[src/logic/anchor_cull_pkg.sv]
`default_nettype none

package anchor_cull_pkg;

    localparam int FIX_W          = 16;
    localparam int FRAC_W         = 6;
    localparam int CELLS_PER_WORD = 7;
    localparam int WORDS_PER_ROW  = 3;
    localparam int OCC_ADDR_W     = 6;
    localparam int OCC_DATA_W     = 64;
    localparam int LATENCY        = 10;   // anchor strobe to mask

    typedef logic [15:0] fp16_t;

    // sign-magnitude, 6 fraction bits
    typedef struct packed {
        logic             sign;
        logic [FIX_W-2:0] mag;
    } fix_t;

    localparam fix_t FIX_ONE     = '{sign: 1'b0, mag: 15'(1 << FRAC_W)};
    localparam fix_t GRID_CENTER = '{sign: 1'b0, mag: 15'(80 << FRAC_W)};
    localparam fix_t SUB_SPAN    = '{sign: 1'b0, mag: 15'(20 << FRAC_W)};

    typedef struct packed {
        fix_t x;
        fix_t y;
        fix_t z;
    } point_t;

    typedef fix_t  [2:0][3:0] view_mat_t;    // [row][col]
    typedef fp16_t [2:0][3:0] fp16_mat_t;

    typedef struct packed {
        fp16_mat_t  mat;
        fix_t       pdfx;
        fix_t       pdfy;
        fix_t       zblock;
        logic [2:0] block_x;
        logic [2:0] block_y;
        logic [7:0] delay;     // depth margin
    } cull_cfg_t;

    typedef struct packed {
        logic                  cen_n;
        logic [OCC_ADDR_W-1:0] addr;
    } occl_req_t;

    typedef struct packed {
        logic       valid;
        logic [7:0] depth;
    } occl_entry_t;

    function automatic fix_t sm_mul(input fix_t a, input fix_t b);
        logic [2*(FIX_W-1)-1:0] prod;
        prod = a.mag * b.mag;
        return '{sign: a.sign ^ b.sign, mag: prod[FIX_W-2+FRAC_W:FRAC_W]};
    endfunction

    function automatic fix_t sm_div(input fix_t a, input fix_t b);
        logic [FIX_W-2+FRAC_W:0] num;
        logic [FIX_W-2+FRAC_W:0] quo;
        num = {a.mag, {FRAC_W{1'b0}}};
        if (b.mag == '0) begin
            quo = '1;   // divide by zero saturates
        end else begin
            quo = num / b.mag;
        end
        return '{sign: a.sign ^ b.sign, mag: quo[FIX_W-2:0]};
    endfunction

    function automatic fix_t sm_add(input fix_t a, input fix_t b);
        fix_t sum;
        if (a.sign == b.sign) begin
            sum = '{sign: a.sign, mag: a.mag + b.mag};
        end else if (a.mag >= b.mag) begin
            sum = '{sign: a.sign, mag: a.mag - b.mag};
        end else begin
            sum = '{sign: b.sign, mag: b.mag - a.mag};
        end
        return sum;
    endfunction

    function automatic logic sm_ge(input fix_t a, input fix_t b);
        logic ge;
        case ({a.sign, b.sign})
            2'b00:   ge = (a.mag >= b.mag);
            2'b11:   ge = (a.mag <= b.mag);
            2'b01:   ge = 1'b1;
            default: ge = (a.mag == '0) && (b.mag == '0);   // -0 equals +0
        endcase
        return ge;
    endfunction

endpackage

`default_nettype wire
[src/logic/view_transform.sv]
`timescale 1ns/10ps
`default_nettype none

module view_transform (
    input  wire logic                       clk,
    input  wire logic                       rstn,
    input  wire logic                       valid_i,
    input  wire anchor_cull_pkg::point_t    pt_i,
    input  wire anchor_cull_pkg::view_mat_t mat_i,
    output logic                            valid_o,
    output anchor_cull_pkg::point_t         pt_o
);
    import anchor_cull_pkg::*;

    fix_t [3:0]      coord;
    fix_t [2:0][3:0] prod_q;
    fix_t [2:0][1:0] pair_q;
    fix_t [2:0]      row;
    logic [2:0]      valid_q;

    assign coord = {FIX_ONE, pt_i.z, pt_i.y, pt_i.x};   // homogeneous w = 1.0

    // products, pairwise sums
    always_ff @(posedge clk) begin
        for (int r = 0; r < 3; r++) begin
            for (int c = 0; c < 4; c++) begin
                prod_q[r][c] <= sm_mul(mat_i[r][c], coord[c]);
            end
            pair_q[r][0] <= sm_add(prod_q[r][0], prod_q[r][1]);
            pair_q[r][1] <= sm_add(prod_q[r][2], prod_q[r][3]);
        end
    end

    always_comb begin
        for (int r = 0; r < 3; r++) begin
            row[r] = sm_add(pair_q[r][0], pair_q[r][1]);
        end
    end

    always_ff @(posedge clk) begin
        pt_o <= '{x: row[0], y: row[1], z: row[2]};
    end

    always_ff @(posedge clk) begin
        if (!rstn) begin
            valid_q <= '0;
        end else begin
            valid_q <= {valid_q[1:0], valid_i};
        end
    end

    assign valid_o = valid_q[2];

endmodule

`default_nettype wire

[config.mk]
export PLATFORM = sky130hd
export DESIGN_NAME = view_transform
export DESIGN_NICKNAME = d
export VERILOG_FILES = /design/src/logic/anchor_cull_pkg.sv /design/src/logic/view_transform.sv
export SDC_FILE = /design/constraint.sdc
export NUM_CORES = 2
export LEC_CHECK = 0
export ABC_CLOCK_PERIOD_IN_PS = 14500
export BUFFER_PORTS_ARGS = -buffer_cell sky130_fd_sc_hd__buf_2
export CAP_MARGIN = 25
export CORE_ASPECT_RATIO = 0.5
export CORE_MARGIN = 3
export CORE_UTILIZATION = 35
export DETAILED_ROUTE_END_ITERATION = 10
export GPL_TIMING_DRIVEN = 0
export PLACE_DENSITY = 0.48
export SYNTH_ARGS = -nofsm -noshare
export SYNTH_HDL_FRONTEND = slang
export SYNTH_SLANG_ARGS = --single-unit
[constraint.sdc]
create_clock -name clk -period 14.5 [get_ports clk]
set_clock_uncertainty 0.05 [all_clocks]
set_input_delay 2.175 -clock clk [delete_from_list [all_inputs] [get_ports clk]]
set_output_delay 2.175 -clock clk [all_outputs]
set_load 0.02 [all_outputs]
* Word-level counts from Yosys, hierarchy flattened
Cells that the tools add are included.
** Word-level totals
- Register bits :: 339
- Output and inout port bits :: 49
- Bits of input ports :: 243
- Word-level logic and storage cells :: 124
** Cells by class
- Equality and inequality tests :: 9
- Bitwise operators :: 9
- Multiply operators :: 9
- Add/subtract/negate cells :: 27
- $lt $le $gt $ge :: 9
- Mux-type cells :: 18
** Operators by type and width (count)
- $mux 16 :: 18
- $sub 15x15->15 :: 18
- $mul 15x15->21 :: 9
- $add 15x15->15 :: 9
- $ge 15x15->1 :: 9
- $eq 1x1->1 :: 9
- $xor 1x1->1 :: 9

* Logic depth before layout (Yosys ltp)
- Depth after elaboration :: 3
- Gate-level depth with buffers :: 25
- Gate-level depth less buffers :: 24

* Worst setup path after synthesis
No wires, ideal clock.
- Path kind :: input -> register
- Start :: input pt_i[0] (netlist bit)
- End :: register prod_q[110] (netlist bit)
- Library setup time :: 72 ps
- Slack :: 6532 ps
- Required time :: 14378 ps
- Data arrival time :: 7846 ps
- Buffers on the path :: 2
- Stages on the path :: 23
- Path through :: clkbuf_1 > clkbuf_1 > and2_1 > fa_1 > inv_1 > fa_1 > inv_1 > fa_1 > inv_1 > fa_1 > inv_1 > fa_1 > inv_1 > fa_1 > inv_1 > ha_1 > or3_1 > o221ai_1 > a21boi_1 > o31a_1 > a2111o_1 > a31oi_1 > xnor2_1
** Between the ends
- Word-level cells in the longest chain between the ends :: 1
** Ends and longest elaborated chain
- start, declared :: RTL line view_transform.sv:8 : input wire anchor_cull_pkg::point_t pt_i,
- $mul 15x15->21 :: RTL line anchor_cull_pkg.sv:56 : prod = a.mag * b.mag;
- end signal, assigned by index :: RTL line view_transform.sv:27 : prod_q[r][c] <= sm_mul(mat_i[r][c], coord[c]);
- end, declared :: RTL line view_transform.sv:16 : fix_t [2:0][3:0] prod_q;
No other way between the ends.
A chain may end at the register's enable or synchronous reset.

* Worst setup path in the final report
- Start :: input pt_i[24] (netlist bit)
- End :: register prod_q[158] (netlist bit)
Same word-level chain as after synthesis.

==> impl_results.md <==
* CTS Buf Count at 42
* Synthesis-to-finish area growth at 8.76%
* CTS tree: built
* Fillers at 21800
* Storage element area at 0.00679 mm^2
* CP delay by family, top: adder cells
* Slew HR at 17.2%
* Synthesis Warnings at 0
* Antenna violations before repair at 41
* Critical Path Max Stage Delay at 0.64 ns
* Clock Pin Slew Worst Setup and Hold Paths at 0.06 ns
* Most common cell after layout, fill and taps aside: inv_1
* Critical path peak fanout at 10
* H-tree levels at 2
* First-pass GRT wire length at 366000 um
* Grt total ovfl at 0
* Pin count of the biggest net entering global routing at 14
* DRT iter0 DRCs at 3188
* Total wire length at 237000 um
* Ys async rst share at 0%
* Residual DRC count at 0
* Starting Density at 35.6%
* Cell Chain, Critical Path: buf_2 -> clkbuf_1 -> clkbuf_1 -> nand2_1 -> fa_1 -> fa_1 -> inv_1 -> fa_1 -> fa_1 -> fa_1 -> inv_1 -> fa_1 -> inv_1 -> ha_1 -> a21o_1 -> a21o_1 -> a21o_1 -> o21a_1 -> o21a_1 -> o21a_1 -> o41ai_1 -> xnor2_1
* Die span in y at 332 um
* Least-Margin Pin Slew at 1.23 ns
* Vias in the first global route at 59800
* RSZ-0062 raised after global routing: no
* Synthesized area per cell at 8.53 um^2
* Commonest cells after routing, fill and taps aside: 1928 x inv_1, 1215 x fa_1, 988 x and2_1, 864 x ha_1, 825 x nand2_1
* IO Pins at 292
* Max-cap viol count at 0
* Buffer and inverter count on the worst path at 6
* Worst path slowest cell: clkbuf_1
* Resize count post-CTS at 0
* Vias at 57100
* Chip Width at 658 um
* Crit path capture type: register
* Outcome: completed
* WS Path Type: in2reg
* Vias per std cell at 4.80
* Critical Path Most Common Cell: fa_1
* Hold Path Class: reg2reg
* Clock latency on the worst-skew pair at 0.67 ns
* Final Cycle Share at 60.0%
* R2R Setup Slk at 9.83 ns
* Sequential-to-total area share from yosys stat at 9.12%
* Clock sink count at 339
* Root Buffer: clkbuf_16
* Hold endpoint: valid_q[1]
* Post-CTS setup buffers at 0
* Post-synth EDFFs at 0
* Predominant post-synthesis flop cell: dfxtp_1
* Post-Syn Instances at 8730
* Final worst path period need at 8.69 ns
* Routability cong. at 0.908
* DR WL/cell at 19.9 um
* Clock Tree Buf Depth at 3
* Rows at 118
* Mapped Area at 0.0744 mm^2
* Worst path depth at 22
* Total core area at 0.209 mm^2
* Worst r2r src: prod_q[161]
* Required time of the critical path at 14.91 ns
* Library cells used by synthesis at 88
* Number of port buffers at 264
* # hold bufs at CTS at 0
* Mapped Nets at 11100
* Final net count at 11400
* Max Slew Vio Count at 0
* DRT Pass-1 Iters at 5
* Highest clock rate at 115 MHz
* Number of synthesized register bits at 339
* Worst hold stages at 1
* Detail Route Antenna Nets at 0
* Gr usage total at 21.8%
* Area of the multi-input gates at 0.0589 mm^2
* Worst hold start: valid_q[0]
* Final Hold Viols at 0
* Total die area at 0.219 mm^2
* Finish-stage setup viols at 0
* Worst reg2reg path depth at 14
* HPWL after DPL at 197000 um
* Fraction of layout cells with a size suffix above 1 at 4.58%
* Post-route setup TNS at 0 ns
* Worst setup SP type: input port
* RR Endpoint: pair_q[87]
* CP Data Arrival Time at 9.11 ns
registers in the layout (all words and copies together) (netlist names):
name,cells
prod_q,192
pair_q,96
pt_o,48
valid_q,3
through the flow:
stage	std cells	hold WS, ns	setup WS (ns)	area [um^2]	util (%)
5_1_grt	11900	0.396	5.47	80900	38.7
2_1_floorplan	8730	0.356	6.53	74400	-
3_5_place_dp	11800	0.367	5.17	79300	37.9
3_3_place_gp	11800	0.357	5.19	79300	37.9
6_report	11900	0.376	5.81	81000	38.7
4_1_cts	11900	0.380	5.83	80900	38.7
cells in the mapped netlist, types with 33 or more instances:
cell type  count  area [um^2]
a211oi_1      34          255
a21o_1       103          773
a21oi_1      334         1670
and2_1       988         6180
clkbuf_1     353         1330
dfxtp_1      339         6790
fa_1        1215        24300
ha_1         864        10800
inv_1       1928         7240
mux2i_1       58          581
nand2_1      825         3100
nand2b_1      33          206
nand3_1       37          185
nor2_1       295         1110
nor2b_1       51          319
nor3_1        97          485
o21a_1        51          383
o21ai_0      143          716
o21bai_1      71          533
xnor2_1      304         2660
xor2_1       110          963
layer usage:
layer / share of wire, % / track usage (%)
met3: 4.9 / 3.05
met5: 0.026 / 0
met4: 2.6 / 5.13
met1: 46 / 29.6
met2: 47 / 36.7
worst register-to-register path, cell delays in order (launching register included):
cell and delay [ns]:
dfxtp_1 0.50, inv_1 0.18, ha_1 0.39, nor2b_1 0.17
o211ai_1 0.18, a21oi_1 0.12, o41a_1 0.37, a211oi_1 0.42
or2_1 0.16, clkbuf_1 0.26, buf_2 0.32, mux2i_1 0.12
o221ai_1 0.09, a21oi_1 0.12, xnor2_1 0.98
cell families after synthesis:
family	Yosys count	synth area share, %
fa+ha+maj	2079	47.2
flops	339	9.12
simple gates	2458	16.8
buf+inv	2313	11.7
compound gates	1040	9.11
mux	87	1.22
xor+xnor	414	4.87
worst max path at each step:
stage               startpoint          end  slack (ns)
finish                pt_i[24]  prod_q[158]        5.81
global route          pt_i[35]   prod_q[78]        5.47
CTS                   pt_i[24]  prod_q[158]        5.83
detailed placement    pt_i[24]  prod_q[158]        5.17
global placement      pt_i[24]  prod_q[158]        5.19
floorplan              pt_i[0]  prod_q[110]        6.53
cell type report:
type                       count  area share, %
clock buffer                  54           1.48
timing repair buffer         271           1.70
tap                         2820           4.36
sequential                   339           8.38
buffer                       384           1.83
inverter                    1929           8.94
multi-input combinational   6078           72.8
antenna                       16         0.0495
clock inverter                21          0.473
Power is left out: the tool's default activity adds up to more than one toggle a clock period on the data nets, which glitch-free logic cannot reach.
