<file path="src/logic/anchor_cull_pkg.sv">
`default_nettype none

package anchor_cull_pkg;

    localparam int FIX_W          = 16;
    localparam int FRAC_W         = 6;
    localparam int CELLS_PER_WORD = 7;
    localparam int WORDS_PER_ROW  = 3;
    localparam int OCC_ADDR_W     = 6;
    localparam int OCC_DATA_W     = 64;
    localparam int LATENCY        = 10;   // anchor strobe to mask

    typedef logic [15:0] fp16_t;

    // sign-magnitude, 6 fraction bits
    typedef struct packed {
        logic             sign;
        logic [FIX_W-2:0] mag;
    } fix_t;

    localparam fix_t FIX_ONE     = '{sign: 1'b0, mag: 15'(1 << FRAC_W)};
    localparam fix_t GRID_CENTER = '{sign: 1'b0, mag: 15'(80 << FRAC_W)};
    localparam fix_t SUB_SPAN    = '{sign: 1'b0, mag: 15'(20 << FRAC_W)};

    typedef struct packed {
        fix_t x;
        fix_t y;
        fix_t z;
    } point_t;

    typedef fix_t  [2:0][3:0] view_mat_t;    // [row][col]
    typedef fp16_t [2:0][3:0] fp16_mat_t;

    typedef struct packed {
        fp16_mat_t  mat;
        fix_t       pdfx;
        fix_t       pdfy;
        fix_t       zblock;
        logic [2:0] block_x;
        logic [2:0] block_y;
        logic [7:0] delay;     // depth margin
    } cull_cfg_t;

    typedef struct packed {
        logic                  cen_n;
        logic [OCC_ADDR_W-1:0] addr;
    } occl_req_t;

    typedef struct packed {
        logic       valid;
        logic [7:0] depth;
    } occl_entry_t;

    function automatic fix_t sm_mul(input fix_t a, input fix_t b);
        logic [2*(FIX_W-1)-1:0] prod;
        prod = a.mag * b.mag;
        return '{sign: a.sign ^ b.sign, mag: prod[FIX_W-2+FRAC_W:FRAC_W]};
    endfunction

    function automatic fix_t sm_div(input fix_t a, input fix_t b);
        logic [FIX_W-2+FRAC_W:0] num;
        logic [FIX_W-2+FRAC_W:0] quo;
        num = {a.mag, {FRAC_W{1'b0}}};
        if (b.mag == '0) begin
            quo = '1;   // divide by zero saturates
        end else begin
            quo = num / b.mag;
        end
        return '{sign: a.sign ^ b.sign, mag: quo[FIX_W-2:0]};
    endfunction

    function automatic fix_t sm_add(input fix_t a, input fix_t b);
        fix_t sum;
        if (a.sign == b.sign) begin
            sum = '{sign: a.sign, mag: a.mag + b.mag};
        end else if (a.mag >= b.mag) begin
            sum = '{sign: a.sign, mag: a.mag - b.mag};
        end else begin
            sum = '{sign: b.sign, mag: b.mag - a.mag};
        end
        return sum;
    endfunction

    function automatic logic sm_ge(input fix_t a, input fix_t b);
        logic ge;
        case ({a.sign, b.sign})
            2'b00:   ge = (a.mag >= b.mag);
            2'b11:   ge = (a.mag <= b.mag);
            2'b01:   ge = 1'b1;
            default: ge = (a.mag == '0) && (b.mag == '0);   // -0 equals +0
        endcase
        return ge;
    endfunction

endpackage

`default_nettype wire
</file>
<file path="src/logic/frustum_project.sv">
`timescale 1ns/10ps
`default_nettype none

module frustum_project (
    input  wire logic                               clk,
    input  wire logic                               rstn,
    input  wire logic                               valid_i,
    input  wire anchor_cull_pkg::point_t            pt_i,
    input  wire anchor_cull_pkg::fix_t              pdfx_i,
    input  wire anchor_cull_pkg::fix_t              pdfy_i,
    input  wire anchor_cull_pkg::fix_t              zblock_i,
    input  wire logic [2:0]                         block_x_i,
    input  wire logic [2:0]                         block_y_i,
    output logic                                    valid_o,
    output logic [anchor_cull_pkg::FIX_W-1:0]       cell_x_o,
    output logic [anchor_cull_pkg::FIX_W-1:0]       cell_y_o,
    output logic [7:0]                              z_cell_o,
    output logic                                    in_frustum_o
);
    import anchor_cull_pkg::*;

    fix_t       xd_q, yd_q;
    fix_t       xm_q, ym_q;
    fix_t       xp_q, yp_q, zp_q;
    fix_t [1:0] z_dly_q;
    logic [2:0] valid_q;
    fix_t       x_lo, x_hi;
    fix_t       y_lo, y_hi;
    logic       x_in, y_in, z_in;

    // corner of sub-block idx along one axis
    function automatic fix_t block_edge(input logic [3:0] idx);
        return '{sign: 1'b0, mag: 15'(idx * SUB_SPAN.mag)};
    endfunction

    always_ff @(posedge clk) begin
        xd_q    <= sm_div(pt_i.x, pt_i.z);
        yd_q    <= sm_div(pt_i.y, pt_i.z);
        z_dly_q <= {z_dly_q[0], pt_i.z};
        xm_q    <= sm_mul(xd_q, pdfx_i);
        ym_q    <= sm_mul(yd_q, pdfy_i);
        xp_q    <= sm_add(xm_q, GRID_CENTER);
        yp_q    <= sm_add(ym_q, GRID_CENTER);
        zp_q    <= sm_div(z_dly_q[1], zblock_i);   // lines up with xp, yp
    end

    always_ff @(posedge clk) begin
        if (!rstn) begin
            valid_q <= '0;
        end else begin
            valid_q <= {valid_q[1:0], valid_i};
        end
    end

    assign x_lo = block_edge({1'b0, block_x_i});
    assign x_hi = block_edge({1'b0, block_x_i} + 4'd1);
    assign y_lo = block_edge({1'b0, block_y_i});
    assign y_hi = block_edge({1'b0, block_y_i} + 4'd1);

    assign x_in = sm_ge(xp_q, x_lo) && !sm_ge(xp_q, x_hi);
    assign y_in = sm_ge(yp_q, y_lo) && !sm_ge(yp_q, y_hi);
    assign z_in = sm_ge(zp_q, '0) && !sm_ge(zp_q, GRID_CENTER);

    assign valid_o      = valid_q[2];
    assign in_frustum_o = x_in && y_in && z_in;

    // floor, then relative to sub-block corner
    assign cell_x_o = FIX_W'(xp_q.mag >> FRAC_W) - FIX_W'(x_lo.mag >> FRAC_W);
    assign cell_y_o = FIX_W'(yp_q.mag >> FRAC_W) - FIX_W'(y_lo.mag >> FRAC_W);
    assign z_cell_o = zp_q.mag[FRAC_W+7:FRAC_W];

endmodule

`default_nettype wire

</file>
<file path="config.mk">
export PLATFORM = sky130hd
export DESIGN_NAME = frustum_project
export DESIGN_NICKNAME = d
export VERILOG_FILES = /design/src/logic/anchor_cull_pkg.sv /design/src/logic/frustum_project.sv
export SDC_FILE = /design/constraint.sdc
export NUM_CORES = 2
export LEC_CHECK = 0
export BUFFER_PORTS_ARGS = -buffer_cell sky130_fd_sc_hd__buf_2
export CAP_MARGIN = 0
export CELL_PAD_IN_SITES_DETAIL_PLACEMENT = 0
export CELL_PAD_IN_SITES_GLOBAL_PLACEMENT = 1
export CORE_MARGIN = 2
export CORE_UTILIZATION = 35
export DETAILED_ROUTE_END_ITERATION = 16
export PLACE_DENSITY = 0.7
export RECOVER_POWER = 100
export SLEW_MARGIN = 20
export SYNTH_ARGS = -nofsm -noshare
export SYNTH_HDL_FRONTEND = slang
export SYNTH_SLANG_ARGS = --single-unit
</file>
<file path="constraint.sdc">
create_clock -name clk -period 72.9 [get_ports clk]
set_input_delay 14.58 -clock clk [delete_from_list [all_inputs] [get_ports clk]]
set_output_delay 14.58 -clock clk [all_outputs]
set_load 0.03 [all_outputs]
</file>
## After elaboration in Yosys (flattened, before gate mapping)

Cells that the tools add are included.

| word-level totals | value |
|---|---|
| bits in registers | 147 |
| bits in latches | 0 |
| RAM bits | 0 |
| memory bits (read-only) | 0 |
| bits of input ports | 105 |
| output and inout port bits | 42 |
| logic and storage cells | 84 |
| memories kept | 0 |

| operators by class | value |
|---|---|
| add/sub/neg operators | 10 |
| $mul | 6 |
| div/mod/pow operators | 3 |
| magnitude comparators | 8 |
| equality and inequality tests | 0 |
| shift operators | 0 |
| muxes and demuxes | 10 |
| bitwise operators | 5 |
| reductions and logical operators | 23 |

Operators with widths:

| operator | number |
|---|---|
| 15-bit zero test | 9 |
| 21-bit by 15-bit divider with 21-bit output | 3 |
| 15-bit by 13-bit greater-or-equal comparator with 1-bit output, second input constant | 3 |
| 15-bit by 15-bit multiplier with 21-bit output | 2 |
| 16-bit 2-to-1 mux | 2 |
| 15-bit by 13-bit adder with 15-bit output, second input constant | 2 |
| 15-bit by 14-bit greater-or-equal comparator with 1-bit output | 2 |
| 15-bit greater-or-equal comparator | 2 |
| 15-bit 2-to-1 mux | 2 |
| 13-bit by 15-bit subtractor with 15-bit output, first input constant | 2 |
| 15-bit by 13-bit subtractor with 15-bit output, second input constant | 2 |
| 9-bit by 8-bit subtractor with 10-bit output | 2 |
| 15-bit by 1-bit greater-or-equal comparator with 1-bit output, second input constant | 1 |
| 4-bit by 3-bit multiplier with 7-bit output, second input constant | 2 |
| 3-bit by 3-bit multiplier with 6-bit output, second input constant | 2 |
| 1-bit logical AND | 9 |
| 3-bit by 1-bit adder with 4-bit output, second input constant | 2 |
| 1-bit 2-to-1 mux | 6 |
| 1-bit XOR | 5 |
| 2-bit zero test | 2 |
| 1-bit zero test | 3 |

## Logic depth before layout (Yosys ltp)

| depth | value |
|---|---|
| depth in word-level cells | 9 |
| gate-level depth with buffers | 225 |

## Worst setup path after synthesis

No wires, ideal clock.

| timing path | value |
|---|---|
| path type | input to register |
| start point | input port pt_i[0] (netlist name) |
| end point | register xd_q[0] (netlist name) |
| arrival | 57.411 ns |
| required time | 72.776 ns |
| path slack | 15.365 ns |
| stages | 208 |
| buffers on the path | 20 |
| cells stage by stage | inv_1 clkbuf_1 ha_1 nand2_1 o21a_1 ha_1 nor4b_1 nor2_1 a21o_1 a32o_1 ha_1 o21ai_0 a21boi_2 mux2i_1 ha_1 o21a_1 o21a_1 o21a_1 [172 not listed] nor2b_1 nor2b_1 mux2_2 nand3_2 buf_6 mux2_4 ha_1 a21o_1 a21o_1 a21oi_1 nor2b_1 o21ai_0 nand3b_1 a21oi_1 nor2b_1 o211ai_1 o2111ai_1 a2111o_1 |

| between the ends | value |
|---|---|
| word-level cells in the longest chain between the ends | 1 |
| elaborated cells on any way between the ends | 2 |

RTL lines:

| what | line | text |
|---|---|---|
| from (decl) | frustum_project.sv:8 | `input wire anchor_cull_pkg::point_t pt_i,` |
| 21-bit by 15-bit divider with 21-bit output or 15-bit zero test (tied branches) | anchor_cull_pkg.sv:67, anchor_cull_pkg.sv:64 |  |
| to (signal assigned) | frustum_project.sv:37 | `xd_q <= sm_div(pt_i.x, pt_i.z);` |
| to (decl) | frustum_project.sv:22 | `fix_t xd_q, yd_q;` |

Several ways; a longest one is shown, not always the timed one.
A chain may end at the register's enable or synchronous reset.

## Final worst setup path

| timing path | value |
|---|---|
| start point | input port zblock_i[8] (netlist name) |
| end point | register zp_q[0] (netlist name) |

| between the ends | value |
|---|---|
| word-level cells in the longest chain between the ends | 1 |
| elaborated cells on any way between the ends | 2 |

RTL lines:

| what | line | text |
|---|---|---|
| from (decl) | frustum_project.sv:11 | `input wire anchor_cull_pkg::fix_t zblock_i,` |
| 21-bit by 15-bit divider with 21-bit output or 15-bit zero test (tied branches) | anchor_cull_pkg.sv:67, anchor_cull_pkg.sv:64 |  |
| to (signal assigned) | frustum_project.sv:44 | `zp_q <= sm_div(z_dly_q[1], zblock_i);` |
| to (decl) | frustum_project.sv:24 | `fix_t xp_q, yp_q, zp_q;` |

Several ways; a longest one is shown, not always the timed one.

==> impl_metrics.py <==
metrics = {
    "sta": {
        "min_period_ns": 65.68,
        "relSlewSlack_pct": -70.19,
        "final.setup.tns_ns": 0,
        "rsz0062_at_grt": "false",
        "final_max_slew_viol_count": 44,
        "tightest_slew_ns": 2.489,
        "max_freq_mhz": 15.23,
        "setup-violations-final": 0,
        "fin_skew_ns": 0.02803,
        "setup_ws_ns": 7.219,
        "min_period_over_period_pct": 90.10,
        "hold_viol": 0,
    },
    "status": {
        "status": "finished, violations left",
        "violations": "max-capacitance violations, max-slew violations",
    },
    "global_routing": {
        "grt_pass1_vias": 44510,
        "grt_pass1_wl_um": 244200,
        "antenna_found_initial": 23,
        "track_usage_pct": 21.27,
        "gr-total-overflow": 0,
        "grt_max_degree": 40,
    },
    "clock_network": {
        "cts_buffers": 17,
        "cts.hold.buffers_added": 0,
        "clock_latency_ns": 0.52,
        "cts_sinks": 147,
        "path_clk_slew_ns": 0.07,
        "cts_tree": "yes",
        "clock_path_buffers": 2,
        "htreeDepth": 4,
        "cts_resized": 0,
        "cts-root-buf": "clkbuf_16",
        "cts_setup_buffers": 0,
    },
    "yosys": {
        "synthFlopType": "dfxtp_1",
        "syn_area_um2": 49150,
        "yosysUniqueCellTypes": 116,
        "syn_nets": 7476,
        "seq_area_frac_synth_pct": 5.988,
        "synthCells": 6318,
        "syn_area_per_cell_um2": 7.779,
        "async_flop_share_pct": 0,
        "yosysTopAreaCell": "ha_1",
        "synth-seq-cells": 147,
        "synth_warnings": 0,
        "synthDominantCellAreaShare_pct": 19.91,
        "synth-edff-count": 0,
        "synth.area.top_cells": "ha_1 (20%), fa_1 (11%), dfxtp_1 (6.0%)",
    },
    "floorplanning": {
        "initial_core_util_pct": 35.27,
        "die-area_um2": 143400,
        "rows": 137,
        "die_h_um": 378.7,
        "pin_count": 147,
        "die_w_um": 378.7,
        "core_area_um2": 139400,
    },
    "critical_path": {
        "cp_slowest_cell": "a2111oi_0",
        "critPathMaxStageDelay_ns": 1.95,
        "critical_path_arrival_ns": 66.07,
        "end_kind": "register",
        "crit_required_ns": 73.29,
        "cp_max_fo": 25,
        "critPathKind": "input port to register",
        "r2r_slack_ns": 22.20,
        "worstSetupStartpointType": "input port",
        "cp_common_cell": "o21ai_0",
    },
    "layout": {
        "layout-drive-gt1-share_pct": 8.126,
        "area_delta_synth_final_pct": 6.255,
        "fin_nets": 7483,
        "fin_cells": 8222,
    },
    "detailed_routing": {
        "viasPerCell": 5.525,
        "dr_wl_met3_um": 6755,
        "drc": 0,
        "wl_per_cell_um": 18.69,
        "route.met2.wl_um": 71180,
        "ant_nets": 0,
        "drtPass1Iterations": 5,
        "wl_um": 153600,
        "drt-met1-wl_um": 71750,
        "highest_layer": "met5",
        "vias": 45430,
        "drt_iter0_markers": 2717,
    },
    "place": {
        "dp_hpwl_um": 123600,
        "place_ws_ns": 10.10,
        "dp_cells": 8182,
        "gp_congestion": 0.8909,
        "io_buffers": 146,
    },
    "flow_run": {
        "drv_cap": 3,
    },
    "worst_hold_path": {
        "min-delay-path-class": "register to register",
    },
}
-- layer usage --
layer	track usage, %	up-vias
met5	0	-
met4	5.495	16
met3	2.451	193
met2	36.17	831
met1	28.39	21690
li1	-	22690
-- final timing paths --
| check | endpoint | from | cells past startpoint |
|---|---|---|---|
| hold / removal | z_dly_q[30]$_DFF_P_ | z_dly_q[14]$_DFF_P_ | 0 |
| setup reg to reg | zp_q[0]$_SDFF_PN1_ | z_dly_q[30]$_DFF_P_ | 167 |
| setup / recovery | zp_q[0]$_SDFF_PN1_ | zblock_i[8] | 167 |
| hold reg to reg | z_dly_q[30]$_DFF_P_ | z_dly_q[14]$_DFF_P_ | 0 |
-- critical path: cells and delay by family --
family | cells | cell delay (ns)
simple gates | 31 | 9.70
fa+ha+maj | 20 | 6.97
buf+inv | 9 | 1.80
compound gates | 102 | 30.86
mux | 5 | 2.04
-- cells in the mapped netlist (199+ instances only) --
cell	n
nor2_1	416
a21oi_1	375
nor3_1	208
o21ai_0	291
inv_1	506
fa_1	271
mux2_2	204
a21o_1	254
o21a_1	199
xnor2_1	228
ha_1	782
nand2_1	623
-- layout make-up --
| class | count | area, um2 |
|---|---|---|
| Fill cell | 14720 | 87140 |
| Tap cell | 1876 | 2347 |
| Antenna cell | 8 | 20.02 |
| Multi-Input combinational cell | 5457 | 43370 |
| Timing Repair Buffer | 195 | 1016 |
| Inverter | 507 | 1903 |
| Clock buffer | 18 | 439.2 |
| Clock inverter | 14 | 182.7 |
| Sequential cell | 147 | 2943 |
-- flip-flops by register name, summed over array words and instances (netlist names), 16 cells and up --
signal / count
xd_q: 16
xm_q: 16
xp_q: 16
yd_q: 16
ym_q: 16
yp_q: 16
z_dly_q: 32
-- per-stage QoR --
| step | area, um2 | hold slack [ns] | util, % |
|---|---|---|---|
| after floorplan | 49150 | 0.3096 | - |
| after detailed placement | 51700 | 0.3121 | 37.10 |
| after global placement | 51700 | 0.3122 | 37.10 |
| after CTS | 52320 | 0.3282 | 37.55 |
| final | 52220 | 0.3281 | 37.47 |
| after global routing | 52200 | 0.3356 | 37.46 |
-- logic make-up (layout without fill, tap and decap cells) --
kind of cell / after synthesis / after routing / synth area share, %
simple gates: 2022 / 2022 / 20.35
compound gates: 1690 / 1690 / 23.31
fa+ha+maj: 1053 / 1053 / 30.95
buf+inv: 714 / 734 / 5.728
xor+xnor: 420 / 420 / 7.485
mux: 272 / 272 / 6.189
flops: 147 / 147 / 5.988
other cells: 0 / 8 / 0
-- placed cells by master (no fill, tap or decap), types with 67 or more instances in the layout --
cell	instances
xnor2_1	228
o21ai_0	295
o21a_1	200
mux2_2	201
nor2_1	415
dfxtp_1	147
nor3_1	209
buf_2	86
inv_1	499
nand3_1	111
a21oi_1	374
xor2_1	192
ha_1	782
nand4_1	67
fa_1	271
and2_1	178
nand2_1	623
nor2b_1	81
a21o_1	254
Power is not shown: default switching activity piles up to over one toggle a cycle in this logic, so the estimate is an artifact.
