===== src/logic/anchor_cull_pkg.sv =====
`default_nettype none

package anchor_cull_pkg;

    localparam int FIX_W          = 16;
    localparam int FRAC_W         = 6;
    localparam int CELLS_PER_WORD = 7;
    localparam int WORDS_PER_ROW  = 3;
    localparam int OCC_ADDR_W     = 6;
    localparam int OCC_DATA_W     = 64;
    localparam int LATENCY        = 10;   // anchor strobe to mask

    typedef logic [15:0] fp16_t;

    // sign-magnitude, 6 fraction bits
    typedef struct packed {
        logic             sign;
        logic [FIX_W-2:0] mag;
    } fix_t;

    localparam fix_t FIX_ONE     = '{sign: 1'b0, mag: 15'(1 << FRAC_W)};
    localparam fix_t GRID_CENTER = '{sign: 1'b0, mag: 15'(80 << FRAC_W)};
    localparam fix_t SUB_SPAN    = '{sign: 1'b0, mag: 15'(20 << FRAC_W)};

    typedef struct packed {
        fix_t x;
        fix_t y;
        fix_t z;
    } point_t;

    typedef fix_t  [2:0][3:0] view_mat_t;    // [row][col]
    typedef fp16_t [2:0][3:0] fp16_mat_t;

    typedef struct packed {
        fp16_mat_t  mat;
        fix_t       pdfx;
        fix_t       pdfy;
        fix_t       zblock;
        logic [2:0] block_x;
        logic [2:0] block_y;
        logic [7:0] delay;     // depth margin
    } cull_cfg_t;

    typedef struct packed {
        logic                  cen_n;
        logic [OCC_ADDR_W-1:0] addr;
    } occl_req_t;

    typedef struct packed {
        logic       valid;
        logic [7:0] depth;
    } occl_entry_t;

    function automatic fix_t sm_mul(input fix_t a, input fix_t b);
        logic [2*(FIX_W-1)-1:0] prod;
        prod = a.mag * b.mag;
        return '{sign: a.sign ^ b.sign, mag: prod[FIX_W-2+FRAC_W:FRAC_W]};
    endfunction

    function automatic fix_t sm_div(input fix_t a, input fix_t b);
        logic [FIX_W-2+FRAC_W:0] num;
        logic [FIX_W-2+FRAC_W:0] quo;
        num = {a.mag, {FRAC_W{1'b0}}};
        if (b.mag == '0) begin
            quo = '1;   // divide by zero saturates
        end else begin
            quo = num / b.mag;
        end
        return '{sign: a.sign ^ b.sign, mag: quo[FIX_W-2:0]};
    endfunction

    function automatic fix_t sm_add(input fix_t a, input fix_t b);
        fix_t sum;
        if (a.sign == b.sign) begin
            sum = '{sign: a.sign, mag: a.mag + b.mag};
        end else if (a.mag >= b.mag) begin
            sum = '{sign: a.sign, mag: a.mag - b.mag};
        end else begin
            sum = '{sign: b.sign, mag: b.mag - a.mag};
        end
        return sum;
    endfunction

    function automatic logic sm_ge(input fix_t a, input fix_t b);
        logic ge;
        case ({a.sign, b.sign})
            2'b00:   ge = (a.mag >= b.mag);
            2'b11:   ge = (a.mag <= b.mag);
            2'b01:   ge = 1'b1;
            default: ge = (a.mag == '0) && (b.mag == '0);   // -0 equals +0
        endcase
        return ge;
    endfunction

endpackage

`default_nettype wire

===== src/logic/fp16_to_fixed.sv =====
`timescale 1ns/10ps
`default_nettype none

module fp16_to_fixed #(
    parameter int FRAC = anchor_cull_pkg::FRAC_W
) (
    input  wire logic             clk,
    input  wire logic             rstn,
    input  wire logic [15:0]      fp_i,
    output anchor_cull_pkg::fix_t fix_o
);

    localparam int BIAS = 15 + 10 - FRAC;   // exp bias plus mantissa bits, less frac

    logic [4:0]  exp_f;
    logic [10:0] mant;
    logic [25:0] aligned;
    logic [14:0] mag_sat;

    assign exp_f = fp_i[14:10];
    assign mant  = (exp_f == 5'd0) ? {1'b0, fp_i[9:0]} : {1'b1, fp_i[9:0]};   // denormal

    always_comb begin
        if (exp_f >= BIAS) begin
            aligned = 26'(mant) << (exp_f - BIAS);
        end else begin
            aligned = 26'(mant) >> (BIAS - exp_f);
        end
        if (aligned[25:15] != '0) begin
            mag_sat = 15'h7fff;
        end else begin
            mag_sat = aligned[14:0];
        end
    end

    always_ff @(posedge clk) begin
        if (!rstn) begin
            fix_o <= '0;
        end else begin
            fix_o <= '{sign: fp_i[15], mag: mag_sat};
        end
    end

endmodule

`default_nettype wire


===== config.mk =====
export PLATFORM = sky130hd
export DESIGN_NAME = fp16_to_fixed
export DESIGN_NICKNAME = d
export VERILOG_FILES = /design/src/logic/anchor_cull_pkg.sv /design/src/logic/fp16_to_fixed.sv
export SDC_FILE = /design/constraint.sdc
export NUM_CORES = 1
export LEC_CHECK = 0
export BUFFER_PORTS_ARGS = -buffer_cell sky130_fd_sc_hd__buf_2
export CAP_MARGIN = 20
export CORE_ASPECT_RATIO = 0.75
export CORE_UTILIZATION = 30
export CTS_BUF_LIST = sky130_fd_sc_hd__clkbuf_2 sky130_fd_sc_hd__clkbuf_4 sky130_fd_sc_hd__clkbuf_8
export CTS_CLUSTER_DIAMETER = 40
export CTS_CLUSTER_SIZE = 12
export DETAILED_ROUTE_END_ITERATION = 8
export PLACE_DENSITY_LB_ADDON = 0.2
export SYNTH_ARGS = -nofsm -noshare
export SYNTH_HDL_FRONTEND = slang
export SYNTH_SLANG_ARGS = --single-unit

===== constraint.sdc =====
create_clock -name clk -period 8.4 [get_ports clk]
set_input_delay 0.84 -clock clk [delete_from_list [all_inputs] [get_ports clk]]
set_output_delay 0.84 -clock clk [all_outputs]
set_load 0.01 [all_outputs]

# Word level (Yosys, flattened, before mapping)
# Index checks and enable logic that the tools add are counted.
dict set report totals {
  reg_bits 16
  latch_bits 0
  mem_bits_rw 0
  mem_bits_ro 0
  inputBits 18
  output_inout_bits 16
  word_cells 12
  n_memories 0
}
dict set report op_classes {
  add_sub_neg 2
  multipliers 0
  div_mod_pow 0
  order_cmp 1
  eq_ne 0
  n_shift 2
  mux 3
  bitwise 0
  n_reduce_logical 2
}
# cell count
set ops {}
lappend ops {{<< shifter 11 x 32 -> 26 bit} 1}
lappend ops {{>> shifter 11 x 32 -> 26 bit} 1}
lappend ops {{2-to-1 mux 26 bit} 1}
lappend ops {{2-to-1 mux 15 bit} 1}
lappend ops {{2-to-1 mux 11 bit} 1}
lappend ops {{nonzero test 11 bit} 1}
lappend ops {{subtractor 5 x 5 -> 6 bit (first input constant)} 1}
lappend ops {{subtractor 5 x 5 -> 6 bit (second input constant)} 1}
lappend ops {{greater-or-equal comparator 5 bit (second input constant)} 1}
lappend ops {{zero test 5 bit} 1}

# Longest topological paths before layout
# Gate-level depths: netlist of run 1.
dict set report logic_depth {
  ltp_word 6
  mapped_depth 14
  mapped_depth_nobuf 10
}

# Worst setup path after synthesis of run 1
# OpenSTA, ideal clock, no wires.
dict set report synth_timing {
  kind {input to register}
  startpoint {input port fp_i[10]}
  endpoint {register fix_o[1] (netlist name)}
  setup_ps 125
  arrival_ps 3543
  required_ps 8275
  slack_ps 4732
  cell_stages 12
  n_path_buf 3
  path_cell_list {buf_2 inv_1 buf_2 ha_1 mux2_1 mux2i_1 a21oi_1 a32o_1 or4_4 a211oi_4 buf_6 a21boi_2}
}
dict set report synth_between {
  elab_chain_len 6
  elab_cells_between_ends 10
  cone_classes {2 x add/sub; 1 x order compare; 2 x shift; 3 x mux; 2 x reduce/logical}
}
# element line
set synth_lines {}
lappend synth_lines {{from (decl)} fp16_to_fixed.sv:9} ;# input wire logic [15:0] fp_i,
lappend synth_lines {{branches (longest 3 deep; another with subtractor 5 x 5 -> 6 bit)} --}
lappend synth_lines {{2-to-1 mux 26 bit (*)} fp16_to_fixed.sv:24} ;# if (exp_f >= BIAS) begin
lappend synth_lines {{nonzero test 11 bit} fp16_to_fixed.sv:29} ;# if (aligned[25:15] != '0) begin
lappend synth_lines {{2-to-1 mux 15 bit (*)} fp16_to_fixed.sv:29}
lappend synth_lines {{to (signal assigned)} fp16_to_fixed.sv:40} ;# fix_o <= '{sign: fp_i[15], mag: mag_sat};
lappend synth_lines {{to (decl)} fp16_to_fixed.sv:10} ;# output anchor_cull_pkg::fix_t fix_o
# Every way passes the cells marked *.
# A chain may end at the register's enable or synchronous reset.

# Worst setup path after layout of run 1
dict set report layout_timing {
  startpoint {input port fp_i[10]}
  endpoint {register fix_o[14] (netlist name)}
}
# Same word-level chain as after synthesis.

==> results.toml, run 1 <==
[cts]
clkSinkCount = 16
clk_pin_slew_ns = 0.06
cts_buffer_depth = 2
htreeDepth = 1
cts_buffers = 3
root_buffer = "clkbuf_8"
cts_hold_buf = 0
cts_resized = 0
cts_tree = "yes"
post-cts-setup-buffers = 0

[yosys]
synth_seq_cells = 16
ys.flop_type = "dfxtp_1"
netlist_area_um2 = 1990
ys_types = 58
synth_fp_nets = 276
ys_warn_count = 0
seq_area_frac_synth = 0.161
yosysTopAreaCell = "dfxtp_1"
synth-edff-count = 0
synth_cells = 253
yosysTopAreaCellShare = 0.161
synth.avg_cell_area_um2 = 7.87
async_flop_share = 0
ys_top_cells_by_area = "dfxtp_1 16%, mux2i_1 11%, a21boi_2 5.7%"

[grt]
grt_usage = 0.183
grt_max_degree = 38
antenna_found_initial = 0
grt_pass1_wl_um = 9750
grt-ovfl-total = 0
grt_pass1_vias = 1886

[cells_and_area]
regArea_um2 = 320
reg_top3 = "fix_o (16)"
drive_above_1_share = 0.246
antenna_cells = 0
multiInputGateArea_um2 = 1550
nets = 296
fill_cells = 688
max_flop_register = "fix_o"
syn_to_final_growth_pct = 11.2
final_area_um2 = 2210
largest_register_ffs = 16

[timing]
whs_ns = 0.802
worst_slew_margin_rel = 0.477
fin_crit_sh = 0.608
setup_viol = 0
tightestPinTransition_ns = 0.782
setup_tns_ns = 0
rsz0062_at_grt = "false"
report.final.slew_viol_count = 0
fin_crit_ns = 5.11
hold_violations = 0
maxClockFrequency_mhz = 196

[placed_design]
place_area_um2 = 2160
post-dp-hpwl_um = 4730
portBuffers = 33
gp_congestion = 0.919

[critical_path]
crit_end = "fix_o[14]"
crit_type = "input port to flop"
crit_path_end_kind = "flop"
startpoint = "fp_i[10]"
worstPathMaxFanout = 37
critPathLaunchType = "input port"
critPathRequiredTime_ns = 8.48
worstPathArrival_ns = 5.19

[routing]
wl_per_cell_um = 17.2
firstDrtPassIters = 5
ant_nets = 0
drcViolationCount = 0
drt_iter0_drc = 213
vias = 2101
drt_wl_total_um = 6090
vias_per_cell = 5.95

[job]
maxCapViolCount = 0

[floorplan]
die-area_um2 = 6970
die-width_um = 96.1
die_y_um = 72.6
pin_count = 34
start_util = 0.314
num_rows = 25
coreArea_um2 = 6350

[hold_path]
min_path_type = "input port to flop"

[power_and_ir_drop]
p_leak_nw = 0.882
ir_drop_uv = 113
p_per_area_nw_per_um2 = 127

[outcome]
status = "completed"
==> placed cells by master, fill, tap and decap left out, drive strengths merged, types with 3 or more instances in the layout <==
master	Yosys	routed
buf	12	33
nand2	24	24
mux2i	22	22
a21oi	18	18
o21ai	16	16
dfxtp	16	16
a21boi	16	16
nor2	14	14
mux2	12	12
a22oi	9	9
nor3	7	7
a31oi	7	7
nand3	7	7
inv	7	7
o211ai	5	5
ha	5	5
nand3b	4	4
nor2b	4	4
clkbuf	6	4
and2	4	4
xnor2	4	4
nor4	3	3
==> synth_stat cells (3+ instances only) <==
cell type,instances
a21boi_0,5
a21boi_2,10
a21oi_1,18
a22oi_1,8
a31oi_1,7
and2_1,3
buf_2,7
clkbuf_1,6
dfxtp_1,16
ha_1,5
inv_1,6
mux2_2,8
mux2i_1,21
nand2_1,24
nand3_1,7
nand3b_1,4
nor2_1,14
nor2b_1,4
nor3_1,7
nor4_1,3
o211ai_1,5
o21ai_0,16
==> worst min path at each step <==
stage	from	end	slack, ns	cells past startpoint
finish	fp_i[15]	fix_o[15]	0.80	2
global route	fp_i[15]	fix_o[15]	0.80	2
CTS	fp_i[15]	fix_o[15]	0.80	2
detailed placement	fp_i[15]	fix_o[15]	1.05	2
global placement	fp_i[15]	fix_o[15]	1.05	2
floorplan	fp_i[15]	fix_o[15]	0.97	1
==> metal layers <==
layer	up-vias	wire length, um	global-route usage	share of wire
li1	1005	-	-	-
met2	97	2630	0.276	0.43
met1	991	2850	0.275	0.47
met3	8	583	0.0375	0.096
met5	-	0	0	0
met4	0	28	0.0133	0.0046
==> kinds of logic after synthesis <==
group / after synthesis / synth area share
xor+xnor: 5 / 0.0333
flops: 16 / 0.161
fa+ha+maj: 5 / 0.0314
compound gates: 93 / 0.344
mux: 34 / 0.184
buf+inv: 25 / 0.0628
simple gates: 75 / 0.184
==> through the flow <==
step                total power [W]  cells   util  setup slack (ns)
detailed placement         0.000214    349  0.340              3.06
floorplan                  0.000182    253      -              4.73
finish                     0.000280    353  0.349              3.29
global route               0.000298    353  0.349              2.94
CTS                        0.000280    353  0.349              3.32
global placement           0.000216    349  0.340              3.20
==> critical path, cell delays in order <==
cell and delay [ns]:
buf_2 0.53, inv_1 0.47, ha_1 0.91, mux2_1 0.41
mux2i_1 0.27, a21oi_1 0.07, a32o_1 0.25, or4_4 0.53
a211oi_4 0.70, a21boi_0 0.19
==> where the power goes <==
group / switching [W] / total, W / internal, W
Sequential: 0.00000141 / 0.0000843 / 0.0000829
Clock: 0.0000246 / 0.0000661 / 0.0000415
Combinational: 0.0000805 / 0.000130 / 0.0000493
Total: 0.000107 / 0.000280 / 0.000174
==> layout make-up <==
class / instances / share of cell area
Timing Repair Buffer: 33 / 0.0746
Clock buffer: 4 / 0.0249
Multi-Input combinational cell: 212 / 0.698
Tap cell: 81 / 0.0458
Sequential cell: 16 / 0.145
Inverter: 7 / 0.0119
Note: power is estimated with default switching activity, not from simulation.
==> run 2: changes to the inputs <==
ABC_AREA = 1   (was unset)
clock period = 4.29 ns   (was 8.4 ns; I/O delays follow)
==> run 2 against run 1 <==
Against the previous run:
- setup slack got worse by 1.9 ns
- total power rose by 93%
- via count rose by 8.4%
- utilization rose by 0.19 points
- sequential cell count did not move
- critical path depth rose by 4
- clock power rose by 95%
- final area fell by 7.3%
- synthesized cell count rose by 32%
- highest routed layer unchanged
==> results.toml, run 2 <==
[outcome]
status = "completed"

[yosys]
synth-simple-area-share = 0.537
yosys.area_share.adder = 0.0341
synth.avg_cell_area_um2 = 5.52
synth_common_cells = "109 x nand2_1, 48 x nor2_1, 38 x nand3_1"
synth_mux_area_frac = 0
synth_fp_nets = 356
synth-edff-count = 0
seq_area_frac_synth = 0.174
ys_top_cells_by_area = "nand2_1 22%, dfxtp_1 17%, nand3_1 10%"
ys_warn_count = 0
ys.flop_type = "dfxtp_1"
netlist_area_um2 = 1840
synth_seq_cells = 16
synth_cells = 333
synth_most_common_cell = "nand2_1"
yosysTopAreaCellShare = 0.223
synth_top_family_by_area = "simple AND/OR/NAND/NOR gates"
synth_xor_area_frac = 0.00886
ys_types = 33
yosysTopAreaCell = "nand2_1"
synth_compound_area_frac = 0.137
async_flop_share = 0

[routing]
vias_per_cell = 5.29
vias = 2278
drt_iter0_drc = 186
drcViolationCount = 0
drt_wl_total_um = 5750
wl_per_cell_um = 13.3
ant_nets = 0
firstDrtPassIters = 7

[critical_path]
worstPathMaxFanout = 18
critPathLaunchType = "input port"
crit_buf_inv = 3
crit_path_end_kind = "flop"
worstPathArrival_ns = 2.97
critPathRequiredTime_ns = 4.41
critPathTopFamily = "simple AND/OR/NAND/NOR gates"
worstPathCellList = "buf_2 > inv_2 > ha_1 > inv_2 > nand4_1 > nand2_1 > nand2_1 > nor2_1 > nor2_1 > nand2_1 > nand2_1 > nand3_2 > nor2_1 > nor2_1"
max_stage_delay_ns = 0.61
crit_type = "input port to flop"
critPathSlowestCell = "ha_1"

[placed_design]
post-dp-hpwl_um = 4640
gp_congestion = 0.936
place_area_um2 = 2000
portBuffers = 33
post-place-ws_ns = 1.18

[timing]
hold_violations = 0
rsz0062_at_grt = "false"
fin_crit_sh = 0.665
setup_viol = 0
tightestPinTransition_ns = 0.718
maxClockFrequency_mhz = 350
setup_tns_ns = 0
fin_crit_ns = 2.85
worst_slew_margin_rel = 0.520
finalWorstSetupSlack_ns = 1.44
report.final.slew_viol_count = 0

[cells_and_area]
reg_top3 = "fix_o (16)"
syn_to_final_growth_pct = 11.8
largest_register_ffs = 16
max_flop_register = "fix_o"
final_area_um2 = 2050
drive_above_1_share = 0.142
nets = 377
layout_commonest_cell = "nand2_1"
antenna_cells = 0
final_cell_mix = "109 x nand2_1, 48 x nor2_1, 38 x nand3_1, 33 x buf_2, 22 x inv_1"

[floorplan]
die-area_um2 = 6440
die-width_um = 92.4
coreArea_um2 = 5860
num_rows = 24
die_y_um = 69.8
start_util = 0.314
pin_count = 34

[cts]
htreeDepth = 1
cts_hold_buf = 0
root_buffer = "clkbuf_8"
cts_tree = "yes"
post-cts-setup-buffers = 0
cts_resized = 0
clk_pin_slew_ns = 0.06
clkSinkCount = 16
cts_buffer_depth = 2
cts_buffers = 3

[power_and_ir_drop]
power_w = 0.000541
p_per_area_nw_per_um2 = 263
ir_drop_uv = 118
p_leak_nw = 1.08

[grt]
grt_usage = 0.191
grt_max_degree = 27
antenna_found_initial = 0
grt_pass1_vias = 2001
grt-ovfl-total = 0
grt_pass1_wl_um = 9760

[job]
maxCapViolCount = 0

[hold_path]
min_path_type = "input port to flop"
## run 2: metal layers
layer	part of all wire	track usage
met5	0	0
met4	0.010	0.0278
met3	0.068	0.0318
met2	0.41	0.267
met1	0.51	0.305
## run 2: cells by family (layout without fill, tap and decap cells)
family          after synthesis  in the layout
buf+inv                      43             63
simple gates                226            226
xor+xnor                      1              1
flops                        16             16
compound gates               42             42
fa+ha+maj                     5              5
## run 2: final timing paths
check / slack, ns / to / start / depth (start not counted)
hold / removal: 0.36 / fix_o[15] / fp_i[15] / 3
setup / recovery: 1.44 / fix_o[8] / fp_i[10] / 14
## run 2: layout make-up
class | count | area [um2]
well taps | 78 | 97.6
clock buffers | 4 | 55.1
inverters | 26 | 97.6
flip-flops and latches | 16 | 320
multi-input cells | 274 | 1320
repair buffers | 33 | 165
fillers | 672 | 3800
## run 2: where the power goes
part	internal, W	switching (W)	leakage (nW)	total, W
Combinational	0.0000756	0.000168	0.914	0.000243
Clock	0.0000813	0.0000475	0.0288	0.000129
Sequential	0.000165	0.00000323	0.132	0.000169
## run 2: through the flow
stage | util | cells | hold WS (ns)
floorplan | - | 333 | 0.522
global placement | 0.341 | 427 | 0.612
detailed placement | 0.341 | 427 | 0.614
CTS | 0.351 | 431 | 0.356
global route | 0.351 | 431 | 0.375
finish | 0.351 | 431 | 0.360
==> run 3: changes to the inputs <==
ABC_AREA = 0   (was 1)
clock period = 2.6 ns   (was 4.29 ns; I/O delays follow)
==> run 3 against run 2 <==
Against the previous run:
- final cell count fell by 0.46%
- total power rose by 110%
- setup slack worse by 1.4 ns
- critical path depth decreased by 3
- first-iteration DRC count down 20%
- hold slack got worse by 0.14 ns
- critical path type unchanged
==> results.toml, run 3 (synthesized netlist as in run 1, its figures left out) <==
[routing]
drt_iter0_drc = 148
drcViolationCount = 0
ant_nets = 0
wl_per_cell_um = 16.8
drt_wl_total_um = 7190
vias = 2302
vias_per_cell = 5.37
firstDrtPassIters = 4

[timing]
finalWorstSetupSlack_ns = 0.0286
maxClockFrequency_mhz = 389
tightestPinTransition_ns = 0.765
fin_crit_ns = 2.57
rsz0062_at_grt = "true"
report.final.slew_viol_count = 0
worst_slew_margin_rel = 0.488
fin_crit_sh = 0.989
setup_viol = 0
hold_violations = 0

[critical_path]
crit_type = "input port to flop"
critPathRequiredTime_ns = 2.73
worstPathCellList = "buf_8 > inv_6 > ha_4 > mux2_4 > mux2i_4 > a21oi_2 > a32o_2 > or4_4 > a211oi_4 > clkbuf_16 > a21boi_2"
critPathTopFamily = "compound AO/OA/AOI/OAI gates"
critPathSlowestCell = "or4_4"
crit_buf_inv = 3
worstPathArrival_ns = 2.70
worstPathMaxFanout = 7
crit_path_end_kind = "flop"
max_stage_delay_ns = 0.52
critPathLaunchType = "input port"

[cts]
htreeDepth = 1
cts_buffers = 3
cts_tree = "yes"
clkSinkCount = 16
cts_buffer_depth = 2
root_buffer = "clkbuf_8"
clk_pin_slew_ns = 0.06

[placed_design]
post-dp-hpwl_um = 5680
post-place-cells = 419
post-place-ws_ns = -0.607
gp_congestion = 0.910
portBuffers = 33
place_area_um2 = 2740

[cells_and_area]
antenna_cells = 0
nets = 372
drive_above_1_share = 0.457
layout.cells.non_filler = 429
final_cell_mix = "72 x buf_4, 31 x buf_2, 24 x nand2_1, 19 x mux2i_1"
syn_to_final_growth_pct = 49.8
layout_commonest_cell = "buf_4"
utilization = 0.470
reg_top3 = "fix_o (16)"
final_area_um2 = 2980
largest_register_ffs = 16
max_flop_register = "fix_o"
fill_cells = 635

[hold_path]
min_from = "fp_i[15]"
hold_depth = 2
hold_end = "fix_o[15]"
min_path_type = "input port to flop"

[floorplan]
die-width_um = 96.1
start_util = 0.314
die-area_um2 = 6970
pin_count = 34
num_rows = 25
die_y_um = 72.6
coreArea_um2 = 6350

[grt]
grt_max_degree = 30
grt_pass1_wl_um = 10900
grt_usage = 0.204
grt-ovfl-total = 0
grt_pass1_vias = 2078
antenna_found_initial = 0

[power_and_ir_drop]
ir_drop_uv = 347
p_per_area_nw_per_um2 = 373
p_leak_nw = 1.31

[job]
maxCapViolCount = 0

[outcome]
status = "completed"
==> run 3: repair_timing <==
action | CTS | global route
setup endpoints to repair | 15 | 15
setup buffers | 1 | 4
cloned | 0 | 1
pin swaps | 1 | 10
endpoints found under the hold margin | 0 | 0
gates resized for setup | 2 | 22
hold buffers | 0 | 0
==> run 3: per-layer routing <==
layer,global-route usage,share of wire,vias to the layer above
met5,0,0,-
met4,0.00829,0,0
met3,0.0417,0.075,0
met2,0.288,0.43,58
met1,0.327,0.50,1082
li1,-,-,1162
==> run 3: metrics by stage <==
step	power (W)	hold WS [ns]	TNS (ns)
4_1_cts	0.00107	0.219	0
5_1_grt	0.00118	0.232	-0.120
2_1_floorplan	0.000600	0.387	-2.42
6_report	0.00111	0.222	0
3_3_place_gp	0.000840	0.465	-6.86
3_5_place_dp	0.000839	0.474	-7.87
==> run 3: cell type report <==
class	count	area (um2)	area share
inverters	7	33.8	0.0113
multi-input cells	212	1660	0.557
clock buffers	4	55.1	0.0184
well taps	81	101	0.0340
flip-flops and latches	16	320	0.107
repair buffers	109	811	0.272
==> run 3: worst max-delay path by stage <==
stage               startpoint   endpoint  cells past startpoint  slack [ns]
floorplan             fp_i[10]   fix_o[1]                     12       -0.21
global placement      fp_i[11]  fix_o[14]                     10       -0.52
detailed placement    fp_i[11]  fix_o[12]                     10       -0.61
CTS                   fp_i[10]   fix_o[9]                     12        0.03
global route          fp_i[10]   fix_o[2]                     11       -0.03
finish                fp_i[10]   fix_o[2]                     11        0.03
==> run 3: report_power, final <==
part | internal (W) | switching [W]
clock | 0.000134 | 0.0000786
combinational | 0.000310 | 0.000319
sequential | 0.000268 | 0.00000424
